**src/hdl/imgFilter_defs.svh**
```systemverilog
`ifndef IMG_FILTER_DEFS_SVH
`define IMG_FILTER_DEFS_SVH

// source and frame image size in pixels
`define IMG_W 16
`define IMG_H 12

// grey value width
`define PIX_W 8

// horizontal timing, pixels per region
`define H_ACTIVE 16
`define H_FRONT 2
`define H_SYNC 3
`define H_BACK 3

// vertical timing, lines per region
`define V_ACTIVE 12
`define V_FRONT 1
`define V_SYNC 2
`define V_BACK 2

// clocks per pixel
`define PIX_DIV 2
`endif

```
**src/hdl/imgFilterPkg.sv**
```systemverilog
`include "imgFilter_defs.svh"

package imgFilterPkg;

	// 3x3 kernels, encoding follows the select priority
	typedef enum logic [1:0] {
		kIdentity = 2'd0,
		kBlur = 2'd1,
		kSharpen = 2'd2,
		kEdge = 2'd3
	} kernelT;

	// one grey sample
	typedef logic [`PIX_W-1:0] pixelT;

	// linear raster address into the frame
	typedef logic [$clog2(`IMG_W * `IMG_H)-1:0] pixAddrT;

	// fixed source image
	// diagonal ramp with a small xor texture, wraps at 8 bits
	function automatic pixelT srcPixel(input int x, input int y);
		int ramp;
		int texture;
		ramp = x * 15 + y * 19;
		// sharp steps so edge and sharpen have something to find
		texture = ((x ^ y) & 7) * 23;
		return pixelT'(ramp + texture);
	endfunction

endpackage

```
**src/hdl/convEngine.sv**
```systemverilog
`timescale 1ns/1ps
`include "imgFilter_defs.svh"

module convEngine import imgFilterPkg::*; (
	input logic CLK,
	input logic rstN,
	input logic identity,
	input logic kernel1,
	input logic kernel2,
	input logic kernel3,
	output logic wrEn,
	output pixAddrT wrAddr,
	output pixelT wrData,
	output logic filterDone
);

	// edge filter reaches 8 * 255, blur 16 * 255
	localparam int SUM_W = `PIX_W + 5;
	localparam int X_LAST = `IMG_W - 1;
	localparam int Y_LAST = `IMG_H - 1;
	localparam pixAddrT LAST_ADDR = pixAddrT'(`IMG_W * `IMG_H - 1);
	localparam logic signed [SUM_W-1:0] PIX_MAX = SUM_W'((1 << `PIX_W) - 1);

	kernelT kSel;
	kernelT selKernel;
	logic change;
	logic running;
	logic [$clog2(`IMG_W)-1:0] xCnt;
	logic [$clog2(`IMG_H)-1:0] yCnt;
	pixAddrT curAddr;

	// stage one results
	logic s1Valid;
	logic signed [SUM_W-1:0] sumNext;
	logic signed [SUM_W-1:0] s1Sum;
	kernelT s1Kernel;
	pixAddrT s1Addr;

	pixelT pixNext;

	// saturate a signed sum into the grey range
	function automatic pixelT clampPix(input logic signed [SUM_W-1:0] v);
		if (v < 0)
			return '0;
		if (v > PIX_MAX)
			return pixelT'(PIX_MAX);
		return pixelT'(v);
	endfunction

	// priority select, falls back to the current kernel
	always_comb begin
		if (kernel1)
			selKernel = kBlur;
		else if (kernel2)
			selKernel = kSharpen;
		else if (kernel3)
			selKernel = kEdge;
		else if (identity)
			selKernel = kIdentity;
		else
			selKernel = kSel;
	end

	// same kernel again is ignored
	assign change = (selKernel != kSel);

	// raster issue counter, one pixel per clock while running
	always_ff @(posedge CLK or negedge rstN) begin
		if (!rstN) begin
			kSel <= kIdentity;
			running <= 1'b1;
			xCnt <= '0;
			yCnt <= '0;
		end else if (change) begin
			kSel <= selKernel;
			running <= 1'b1;
			xCnt <= '0;
			yCnt <= '0;
		end else if (running) begin
			if (xCnt == X_LAST) begin
				xCnt <= '0;
				// stop after the bottom right pixel
				if (yCnt == Y_LAST)
					running <= 1'b0;
				else
					yCnt <= yCnt + 1'b1;
			end else begin
				xCnt <= xCnt + 1'b1;
			end
		end
	end

	assign curAddr = pixAddrT'(int'(yCnt) * `IMG_W + int'(xCnt));

	// stage one: clamped 3x3 window and weighted sum
	always_comb begin
		int xc, xm, xp, yc, ym, yp;
		pixelT pC, pN, pS, pW, pE, pNW, pNE, pSW, pSE;
		logic signed [SUM_W-1:0] centre, edgeSum, cornerSum;
		xc = int'(xCnt);
		yc = int'(yCnt);
		// neighbours held at the image border
		xm = (xc == 0) ? 0 : xc - 1;
		xp = (xc == X_LAST) ? X_LAST : xc + 1;
		ym = (yc == 0) ? 0 : yc - 1;
		yp = (yc == Y_LAST) ? Y_LAST : yc + 1;
		pC = srcPixel(xc, yc);
		pN = srcPixel(xc, ym);
		pS = srcPixel(xc, yp);
		pW = srcPixel(xm, yc);
		pE = srcPixel(xp, yc);
		pNW = srcPixel(xm, ym);
		pNE = srcPixel(xp, ym);
		pSW = srcPixel(xm, yp);
		pSE = srcPixel(xp, yp);
		centre = SUM_W'(pC);
		edgeSum = SUM_W'(pN) + SUM_W'(pS) + SUM_W'(pW) + SUM_W'(pE);
		cornerSum = SUM_W'(pNW) + SUM_W'(pNE) + SUM_W'(pSW) + SUM_W'(pSE);
		case (kSel)
			kIdentity: sumNext = centre;
			// 1-2-1 by 1-2-1, divided later
			kBlur: sumNext = (centre <<< 2) + (edgeSum <<< 1) + cornerSum;
			kSharpen: sumNext = (centre <<< 2) + centre - edgeSum;
			default: sumNext = (centre <<< 3) - edgeSum - cornerSum;
		endcase
	end

	// stage two: normalize or clamp to a grey value
	always_comb begin
		logic signed [SUM_W-1:0] absSum;
		absSum = s1Sum[SUM_W-1] ? -s1Sum : s1Sum;
		case (s1Kernel)
			kIdentity: pixNext = pixelT'(s1Sum);
			kBlur: pixNext = pixelT'(s1Sum >>> 4);
			kSharpen: pixNext = clampPix(s1Sum);
			default: pixNext = clampPix(absSum);
		endcase
	end

	// valid bits, flushed on a kernel change so an aborted pass gives no done
	always_ff @(posedge CLK or negedge rstN) begin
		if (!rstN) begin
			s1Valid <= 1'b0;
			wrEn <= 1'b0;
			filterDone <= 1'b0;
		end else begin
			s1Valid <= running && !change;
			wrEn <= s1Valid && !change;
			filterDone <= wrEn && (wrAddr == LAST_ADDR);
		end
	end

	// pipeline payload
	always_ff @(posedge CLK) begin
		s1Sum <= sumNext;
		s1Kernel <= kSel;
		s1Addr <= curAddr;
		wrData <= pixNext;
		wrAddr <= s1Addr;
	end

endmodule

```
**src/hdl/frameBuffer.sv**
```systemverilog
`timescale 1ns/1ps
`include "imgFilter_defs.svh"

module frameBuffer import imgFilterPkg::*; (
	input logic CLK,
	input logic wrEn,
	input pixAddrT wrAddr,
	input pixelT wrData,
	input pixAddrT rdAddr,
	output pixelT rdData
);

	localparam int DEPTH = `IMG_W * `IMG_H;

	// one grey sample per frame pixel
	pixelT mem [DEPTH];

	// write side, driven by the filter pipeline
	always_ff @(posedge CLK) begin
		if (wrEn)
			mem[wrAddr] <= wrData;
	end

	// read side for the scanner
	// data returns on the clock after the address
	always_ff @(posedge CLK) begin
		rdData <= mem[rdAddr];
	end

endmodule

```
**src/hdl/videoScanner.sv**
```systemverilog
`timescale 1ns/1ps
`include "imgFilter_defs.svh"

module videoScanner import imgFilterPkg::*; (
	input logic CLK,
	input logic rstN,
	output pixAddrT rdAddr,
	input pixelT rdData,
	output logic hsync,
	output logic vsync,
	output logic blank,
	output pixelT grey
);

	localparam int H_TOTAL = `H_ACTIVE + `H_FRONT + `H_SYNC + `H_BACK;
	localparam int V_TOTAL = `V_ACTIVE + `V_FRONT + `V_SYNC + `V_BACK;
	localparam int H_SYNC_START = `H_ACTIVE + `H_FRONT;
	localparam int V_SYNC_START = `V_ACTIVE + `V_FRONT;
	localparam int DIV_W = $clog2(`PIX_DIV + 1);

	logic [DIV_W-1:0] divCnt;
	logic pixStrobe;
	logic [$clog2(H_TOTAL)-1:0] hCnt;
	logic [$clog2(V_TOTAL)-1:0] vCnt;
	logic active;
	logic hsyncNext;
	logic vsyncNext;

	// pixel strobe every PIX_DIV clocks
	always_ff @(posedge CLK or negedge rstN) begin
		if (!rstN)
			divCnt <= '0;
		else if (pixStrobe)
			divCnt <= '0;
		else
			divCnt <= divCnt + 1'b1;
	end

	assign pixStrobe = (divCnt == DIV_W'(`PIX_DIV - 1));

	// line and frame position
	always_ff @(posedge CLK or negedge rstN) begin
		if (!rstN) begin
			hCnt <= '0;
			vCnt <= '0;
		end else if (pixStrobe) begin
			if (hCnt == H_TOTAL - 1) begin
				hCnt <= '0;
				vCnt <= (vCnt == V_TOTAL - 1) ? '0 : vCnt + 1'b1;
			end else begin
				hCnt <= hCnt + 1'b1;
			end
		end
	end

	// decode of the counter position, shown one pixel later
	assign active = (hCnt < `H_ACTIVE) && (vCnt < `V_ACTIVE);
	assign hsyncNext = !((hCnt >= H_SYNC_START) && (hCnt < H_SYNC_START + `H_SYNC));
	assign vsyncNext = !((vCnt >= V_SYNC_START) && (vCnt < V_SYNC_START + `V_SYNC));

	// read one pixel ahead so rdData is settled at the strobe
	assign rdAddr = active ? pixAddrT'(int'(vCnt) * `IMG_W + int'(hCnt)) : '0;

	// registered video outputs
	always_ff @(posedge CLK or negedge rstN) begin
		if (!rstN) begin
			hsync <= 1'b1;
			vsync <= 1'b1;
			blank <= 1'b0;
			grey <= '0;
		end else if (pixStrobe) begin
			hsync <= hsyncNext;
			vsync <= vsyncNext;
			blank <= active;
			// black outside the visible area
			grey <= active ? rdData : '0;
		end
	end

endmodule

```
**src/hdl/imgFilter.sv**
```systemverilog
`timescale 1ns/1ps

module imgFilter import imgFilterPkg::*; (
	input logic CLK,
	input logic rstN,
	input logic identity,
	input logic kernel1,
	input logic kernel2,
	input logic kernel3,
	output logic hsync,
	output logic vsync,
	output logic blank,
	output logic filterDone,
	output pixelT r,
	output pixelT g,
	output pixelT b
);

	// write link, engine to buffer
	logic wrEn;
	pixAddrT wrAddr;
	pixelT wrData;

	// read link, scanner to buffer
	pixAddrT rdAddr;
	pixelT rdData;
	pixelT grey;

	convEngine u_conv (.CLK, .rstN, .identity, .kernel1, .kernel2, .kernel3,
		.wrEn, .wrAddr, .wrData, .filterDone);

	frameBuffer u_fb (.CLK, .wrEn, .wrAddr, .wrData, .rdAddr, .rdData);

	videoScanner u_scan (.CLK, .rstN, .rdAddr, .rdData, .hsync, .vsync, .blank, .grey);

	// grey image, same value on every channel
	assign r = grey;
	assign g = grey;
	assign b = grey;

endmodule

```
**config.mk**
```make
export PLATFORM = sky130hd
export DESIGN_NAME = imgFilter
export DESIGN_NICKNAME = d
export VERILOG_FILES = /design/src/hdl/imgFilterPkg.sv /design/src/hdl/convEngine.sv /design/src/hdl/frameBuffer.sv /design/src/hdl/videoScanner.sv /design/src/hdl/imgFilter.sv
export VERILOG_INCLUDE_DIRS = /design/src /design/src/hdl
export SDC_FILE = /design/constraint.sdc
export NUM_CORES = 2
export LEC_CHECK = 0
export BUFFER_PORTS_ARGS = -buffer_cell sky130_fd_sc_hd__buf_4
export CORE_MARGIN = 2
export CORE_UTILIZATION = 39
export DETAILED_ROUTE_END_ITERATION = 10
export MAX_ROUTING_LAYER = met4
export SLEW_MARGIN = 10
export SYNTH_ARGS = -nofsm -noshare
export SYNTH_HDL_FRONTEND = slang
export SYNTH_SLANG_ARGS = --single-unit
export TNS_END_PERCENT = 5
```
**constraint.sdc**
```tcl
create_clock -name CLK -period 10.7 [get_ports CLK]
set_clock_uncertainty 0.1 [all_clocks]
set_input_delay 1.07 -clock CLK [delete_from_list [all_inputs] [get_ports CLK]]
set_output_delay 1.07 -clock CLK [all_outputs]
set_load 0.01 [all_outputs]
```
# Word-level counts from Yosys, hierarchy flattened
# Memory sizes are Yosys's and may differ from the RTL's. A register that Yosys moved wholly into a read port is not among the register bits.
# Index checks and enable logic that the tools add are counted.
[op_classes]
bitwise_logic = 9
order_cmp = 10
n_reduce_logical = 18
addsub = 42
multipliers = 15
mux = 47
n_eq_ne = 14
[op_table]
columns = ["operator", "count"]
rows = [
  ["adder 8 bit", 18],
  ["2-to-1 mux 8 bit", 10],
  ["multiplier 3 x 5 -> 8 bit (second input constant)", 9],
  ["multiplier 32 x 5 -> 8 bit (second input constant)", 2],
  ["multiplier 32 x 6 -> 8 bit (second input constant)", 2],
  ["2-to-1 mux 32 bit", 2],
  ["adder 13 x 8 -> 13 bit", 4],
  ["one-hot mux 13 bit (3 select lines)", 1],
  ["2-to-1 mux 4 bit", 7],
  ["bitwise XOR 3 bit", 9],
  ["> comparator 13 x 9 -> 1 bit (second input constant)", 2],
  ["less-than comparator 13 x 1 -> 1 bit (second input constant)", 2],
  ["subtractor 13 bit", 2],
  ["one-hot mux 8 bit (3 select lines)", 1],
  ["2-to-1 mux 5 bit", 4],
  ["adder 8 x 8 -> 9 bit", 2],
  ["2-to-1 mux 1 bit", 16],
  ["adder 11 x 13 -> 13 bit", 1],
  ["adder 13 bit", 1],
  ["2-to-1 mux 13 bit", 1],
  ["negation 13 bit", 1],
  ["subtractor 12 x 13 -> 13 bit", 1],
  ["== test 4 bit (second input constant)", 3],
  ["adder 10 x 8 -> 11 bit", 1],
  ["29 further kinds", 53],
]
[word_totals]
input_bits = 6
mem_bits_rw = 1536
elab_cells = 175
n_memories = 1
register_bits = 76
out_inout_bits = 28
[memory_table]
columns = ["name", "words", "width", "rd", "rd_ports_with_merged_regs", "write_ports", "line", "text"]
rows = [
  ["u_fb.mem", 192, 8, 1, 1, 1, "frameBuffer.sv:16", "pixelT mem [DEPTH];"],
]

# Logic depth before layout (Yosys ltp)
[logic_depth]
word_depth = 11
mapped_depth = 41
mapped_depth_nobuf = 40

# Hierarchy
# From an unflattened synthesis, not the netlist that was laid out.
[unflattened]
hier_cells = 4482
hier_area_um2 = 75155.8
[by_module_without_submodules]
columns = ["mod", "instances", "cells_each", "seq_area_each_um2", "area_per_inst_um2"]
rows = [
  ["frameBuffer", 1, 2818, 46284.4, 59930.0],
  ["convEngine", 1, 1524, 1132.3, 13920.9],
  ["videoScanner", 1, 124, 578.1, 1184.9],
  ["imgFilter", 1, 16, 0.0, 120.1],
]

# Worst setup path after synthesis
# OpenSTA, ideal clock, no wires.
[synth_timing]
path_kind = "register to register"
startpoint = "register u_conv.xCnt[1]"
endpoint = "register u_conv.s1Sum[9]"
t_arrival_ns = 9.146
setup_time_ns = 0.116
synth_period_minus_slack_ns = 9.362
setup_slack_ns = 1.338
required_ns = 10.484
path_buffers = 1
path_stages_with_launch = 39
path_cell_list = "dfrtp_1 -> clkbuf_1 -> inv_1 -> ha_1 -> nor2_1 -> inv_1 -> ha_1 -> ha_1 -> inv_1 -> fa_1 -> inv_1 -> ha_1 -> a21o_1 -> a21oi_1 -> xnor2_1 -> inv_1 -> fa_1 -> inv_1 -> [... 3 more ...] -> o21bai_1 -> a21oi_1 -> xnor2_1 -> xnor2_1 -> ha_1 -> xnor2_1 -> fa_1 -> ha_1 -> nand2_1 -> o21ai_0 -> xor2_1 -> fa_1 -> inv_1 -> ha_1 -> a21o_1 -> or3_1 -> a32o_1 -> a31o_2"
[synth_between]
elab_chain_cells = 10
word_cells_on_any_way = 58
cone_classes = "add/sub: 32; mul: 12; eq/ne: 1; mux: 3; bitwise: 9; reduce/logical: 1"
[synth_rtl]
columns = ["element", "line", "text"]
rows = [
  ["start: declaration", "convEngine.sv:28", "logic [$clog2(`IMG_W)-1:0] xCnt;"],
  ["start signal: assignment", "convEngine.sv:88", "xCnt <= xCnt + 1'b1;"],
  ["subtractor 4 x 1 -> 5 bit (tied with other cells)", "convEngine.sv:103", "xm = (xc == 0) ? 0 : xc - 1;"],
  ["2-to-1 mux 32 bit / 2-to-1 mux 5 bit (equally long branches)", "convEngine.sv:103, convEngine.sv:104", ""],
  ["multiplier 32 x 5 -> 8 bit / bitwise XOR 3 bit (equally long branches)", "imgFilterPkg.sv:24, imgFilterPkg.sv:26", ""],
  ["adder 8 bit / multiplier 3 x 5 -> 8 bit (equally long branches)", "imgFilterPkg.sv:24, imgFilterPkg.sv:26", ""],
  ["adder 8 bit", "imgFilterPkg.sv:27", "return pixelT'(ramp + texture);"],
  ["adder 13 x 8 -> 13 bit / adder 8 x 8 -> 9 bit (equally long branches)", "convEngine.sv:117, convEngine.sv:118", ""],
  ["adder 13 x 8 -> 13 bit, on equally long branches", "convEngine.sv:117, convEngine.sv:118", ""],
  ["subtractor 12 x 13 -> 13 bit (tied with other cells)", "convEngine.sv:124", "default: sumNext = (centre <<< 3) - edgeSum - cornerSum;"],
  ["subtractor 13 bit / adder 13 bit (equally long branches)", "convEngine.sv:124, convEngine.sv:122", ""],
  ["one-hot mux 13 bit (3 select lines) (*)", "convEngine.sv:119", "case (kSel)"],
  ["via u_conv.sumNext[9]", "convEngine.sv:34", "logic signed [SUM_W-1:0] sumNext;"],
  ["end signal: assignment", "convEngine.sv:155", "s1Sum <= sumNext;"],
  ["end: declaration", "convEngine.sv:35", "logic signed [SUM_W-1:0] s1Sum;"],
]
# The timed path passes the listed nets; every way through them passes the cells marked *.
# A chain may end at the register's enable or synchronous reset.

# Worst setup path in the final report
[layout_timing]
startpoint = "register u_conv.yCnt[1]"
endpoint = "register u_conv.s1Sum[9]"
[layout_between]
elab_chain_cells = 11
word_cells_on_any_way = 58
cone_classes = "add/sub: 32; mul: 12; eq/ne: 1; mux: 3; bitwise: 9; reduce/logical: 1"
[layout_rtl]
columns = ["element", "line", "text"]
rows = [
  ["start: declaration", "convEngine.sv:29", "logic [$clog2(`IMG_H)-1:0] yCnt;"],
  ["start signal: assignment", "convEngine.sv:86", "yCnt <= yCnt + 1'b1;"],
  ["subtractor 4 x 1 -> 5 bit (tied with other cells)", "convEngine.sv:105", "ym = (yc == 0) ? 0 : yc - 1;"],
  ["2-to-1 mux 32 bit / 2-to-1 mux 5 bit (equally long branches)", "convEngine.sv:105, convEngine.sv:106", ""],
  ["multiplier 32 x 6 -> 8 bit / bitwise XOR 3 bit (equally long branches)", "imgFilterPkg.sv:24, imgFilterPkg.sv:26", ""],
  ["adder 8 bit / multiplier 3 x 5 -> 8 bit (equally long branches)", "imgFilterPkg.sv:24, imgFilterPkg.sv:26", ""],
  ["adder 8 bit", "imgFilterPkg.sv:27", ""],
  ["adder 8 x 8 -> 9 bit", "convEngine.sv:117", "edgeSum = SUM_W'(pN) + SUM_W'(pS) + SUM_W'(pW) + SUM_W'(pE);"],
  ["adder 13 x 8 -> 13 bit (2 in a row)", "convEngine.sv:117", ""],
  ["subtractor 12 x 13 -> 13 bit / adder 11 x 13 -> 13 bit (equally long branches)", "convEngine.sv:124, convEngine.sv:122", ""],
  ["subtractor 13 bit / adder 13 bit (equally long branches)", "convEngine.sv:124, convEngine.sv:122", ""],
  ["one-hot mux 13 bit (3 select lines) (*)", "convEngine.sv:119", ""],
  ["via u_conv.sumNext[9]", "convEngine.sv:34", ""],
]
# Marks and branches as above.

==> impl_metrics.tcl <==
set metrics [dict create \
    grt_first_pass_wirelength_mm 302 \
    fin_crit_sh_pct 94.3 \
    min_path_type "primary input to async pin" \
    status "complete, no violations" \
    slowest_stage "dfrtp_1" \
    ant_nets 0 \
    synth-main-ff-cell "edfxtp_1" \
    dr.pass1.iters 5 \
    slew_violations 0 \
    cts.reportedPaths.clkPinSlew_ns 0.08 \
    drt_iter0_drc 4725 \
    cts_inserted_buffers 161 \
    maxSlewHeadroom_pct 11.3 \
    root_buffer "clkbuf_16" \
    layout.nets 5903 \
    grt_max_degree 193 \
    htree_levels 4 \
    cts_tree "built" \
    clkSinkCount 1620 \
    setup_violations 0 \
    clockBufferDepth 3 \
    cts_hold_buf 0 \
    arrival_ns 10.68 \
    crit_required_ns 11.29 \
    utilization_pct 43.2 \
    regToRegStartpoint "u_conv.yCnt[1]" \
    wl_mm 206 \
    critPathKind "flop to flop" \
    met2_usage_pct 32.6 \
    max_freq_mhz 99.1 \
    area_delta_synth_final_pct 10.5 \
    hold_viol 0 \
    vias_per_cell 5.67 \
    use_met1_pct 28.4 \
    core_area_sq_um 195000 \
    cp-end-kind "flop" \
    worstMarginPinSlew_ns 1.33 \
    ys_types 83 \
    crit_top_cell "ha_1" \
    use_met3_pct 2.97 \
    io_pins 34 \
    final_cell_area_sq_um 84100 \
    cp-start-kind "flop" \
    antenna_found_initial 7 \
    gr-total-overflow 0 \
    wire_per_inst_um 25.3 \
    seq_area_sq_um 48000 \
    post-route-min-period_ns 10.10 \
    num_vias 46100 \
    die_width_um 446 \
    portBuffers 33 \
    crit_path_max_incr_delay_ns 0.69 \
    row_count 162 \
    top_usage_layer "met2" \
    drc 0 \
    seq_area_frac_synth_pct 63.0 \
    synth_area_per_cell_sq_um 13.8 \
    cap_violations 0 \
    path_max_fanout 9 \
    dp_hpwl_mm 130 \
    layout_common_cells "edfxtp_1, a21oi_1, inv_1" \
    yosysWarnings 0 \
    die_h_um 446 \
    placed_area_sq_um 79000 \
    first_global_vias 45000 \
    worstSkewPairLatency_ns 0.81 \
    synthArstFlopShare_pct 2.28 \
    start_util_pct 39.1 \
    grt.total_usage_pct 21.0 \
    cp-startpoint "u_conv.yCnt[1]" \
    netlist_area_sq_um 76200 \
    multi_input_area_sq_um 25600 \
    place_congestion 0.872 \
    synth_edf_count 1536 \
    rsz0062_at_grt "false" \
    netlist_instances 5506 \
    die-area_sq_um 199000 \
    final_common_cell "edfxtp_1" \
    drive_above_1_share_pct 9.01 \
    synth-seq-cells 1620 \
    fillers 17400 \
    r2r.worst_path.cells 33 \
    finalSetupTns_ns 0 \
]
worst max-delay path: cells and delay by family (launching register included):
family                   cells  cell delay, ns
AO/OA/AOI/OAI                7            1.65
XOR/XNOR                     5            1.54
adder cells (fa/ha/maj)     13            4.86
buffers and inverters        6            0.75
flip-flops                   1            0.69
AND/OR/NAND/NOR              2            0.38
cell families after synthesis:
logic type | count (synthesis) | share of synthesized area (%)
flops | 1620 | 63.0
compound gates | 1166 | 10.2
simple gates | 1011 | 6.38
buf+inv | 664 | 3.58
fa+ha+maj | 434 | 8.71
mux | 415 | 5.83
xor+xnor | 194 | 2.25
other cells | 2 | 0.00986
cells in the mapped netlist (23+ instances only):
cell type | count | area, sq um
edfxtp_1 | 1536 | 46100
a21oi_1 | 349 | 1750
inv_1 | 337 | 1260
mux2i_1 | 318 | 3180
nor2_1 | 291 | 1090
nand2_1 | 289 | 1080
ha_1 | 274 | 3430
clkbuf_1 | 184 | 691
a211oi_1 | 162 | 1220
fa_1 | 160 | 3200
xnor2_1 | 151 | 1320
o21ai_0 | 147 | 736
buf_2 | 89 | 445
mux2_2 | 82 | 923
nand3_1 | 78 | 390
and3_1 | 77 | 482
o22ai_1 | 76 | 475
o221ai_1 | 72 | 631
nor2b_1 | 59 | 369
o311ai_0 | 50 | 438
dfxtp_1 | 47 | 941
xor2_1 | 42 | 368
nand4_1 | 41 | 257
o211ai_1 | 36 | 270
a21o_1 | 35 | 263
and2_1 | 35 | 219
dfrtp_1 | 34 | 851
o21bai_1 | 31 | 233
or3_1 | 31 | 194
buf_4 | 27 | 203
nor3_1 | 27 | 135
nand2b_1 | 24 | 150
buf_1 | 23 | 86.3
layer usage:
| layer | part of all wire (%) | routed length (um) | vias to the layer above |
|---|---|---|---|
| li1 | - | - | 20700 |
| met1 | 43 | 88900 | 23600 |
| met2 | 47 | 97300 | 1576 |
| met3 | 6.4 | 13200 | 282 |
| met4 | 3.1 | 6370 | 0 |
| met5 | 0 | 0 | - |
registers in the layout, indices dropped and copies added (netlist names), 2 cells and up:
signal and flops:
u_conv.yCnt 4, u_conv.s1Sum 13, u_conv.wrAddr 8, u_scan.divCnt 2
u_scan.hCnt 5, u_fb.rdData 8, u_conv.kSel 2, u_scan.grey 8
u_fb.mem 1536, u_conv.s1Kernel 2, u_conv.wrData 8, u_conv.s1Addr 8
u_conv.xCnt 4, u_scan.vCnt 5
worst paths after layout:
check                                    to  slack [ns]
hold reg to reg            u_conv.wrAddr[0]        0.25
min in group CLK           u_conv.wrAddr[0]        0.25
hold / removal               u_conv.yCnt[2]        0.17
setup / recovery            u_conv.s1Sum[9]        0.60
setup reg to reg            u_conv.s1Sum[9]        0.60
max in group asynchronous    u_scan.hCnt[0]        9.85
metrics by stage:
stage          setup WS (ns)  hold slack (ns)  std cells
6_report               0.605            0.171       8144
2_1_floorplan           1.34            0.210       5507
4_1_cts                0.454            0.139       8136
3_5_place_dp           0.485            0.233       7841
5_1_grt               0.0855            0.188       8140
3_3_place_gp           0.605            0.219       7841
final cells by class:
class	instances	share of cell area, %
Sequential cell	1620	57.1
Multi-Input combinational cell	3223	30.4
Clock buffer	198	5.14
Tap cell	2542	3.78
Inverter	338	1.51
Timing Repair Buffer	119	1.15
Clock inverter	97	0.928
Antenna cell	7	0.0208
repair_timing:
item | CTS | global route
gates resized for setup | 0 | 2
setup buffers | 0 | 1
setup endpoints to repair | 0 | 2
Power is left out: the tool's default activity adds up to more than one toggle a clock period on the data nets, which glitch-free logic cannot reach.
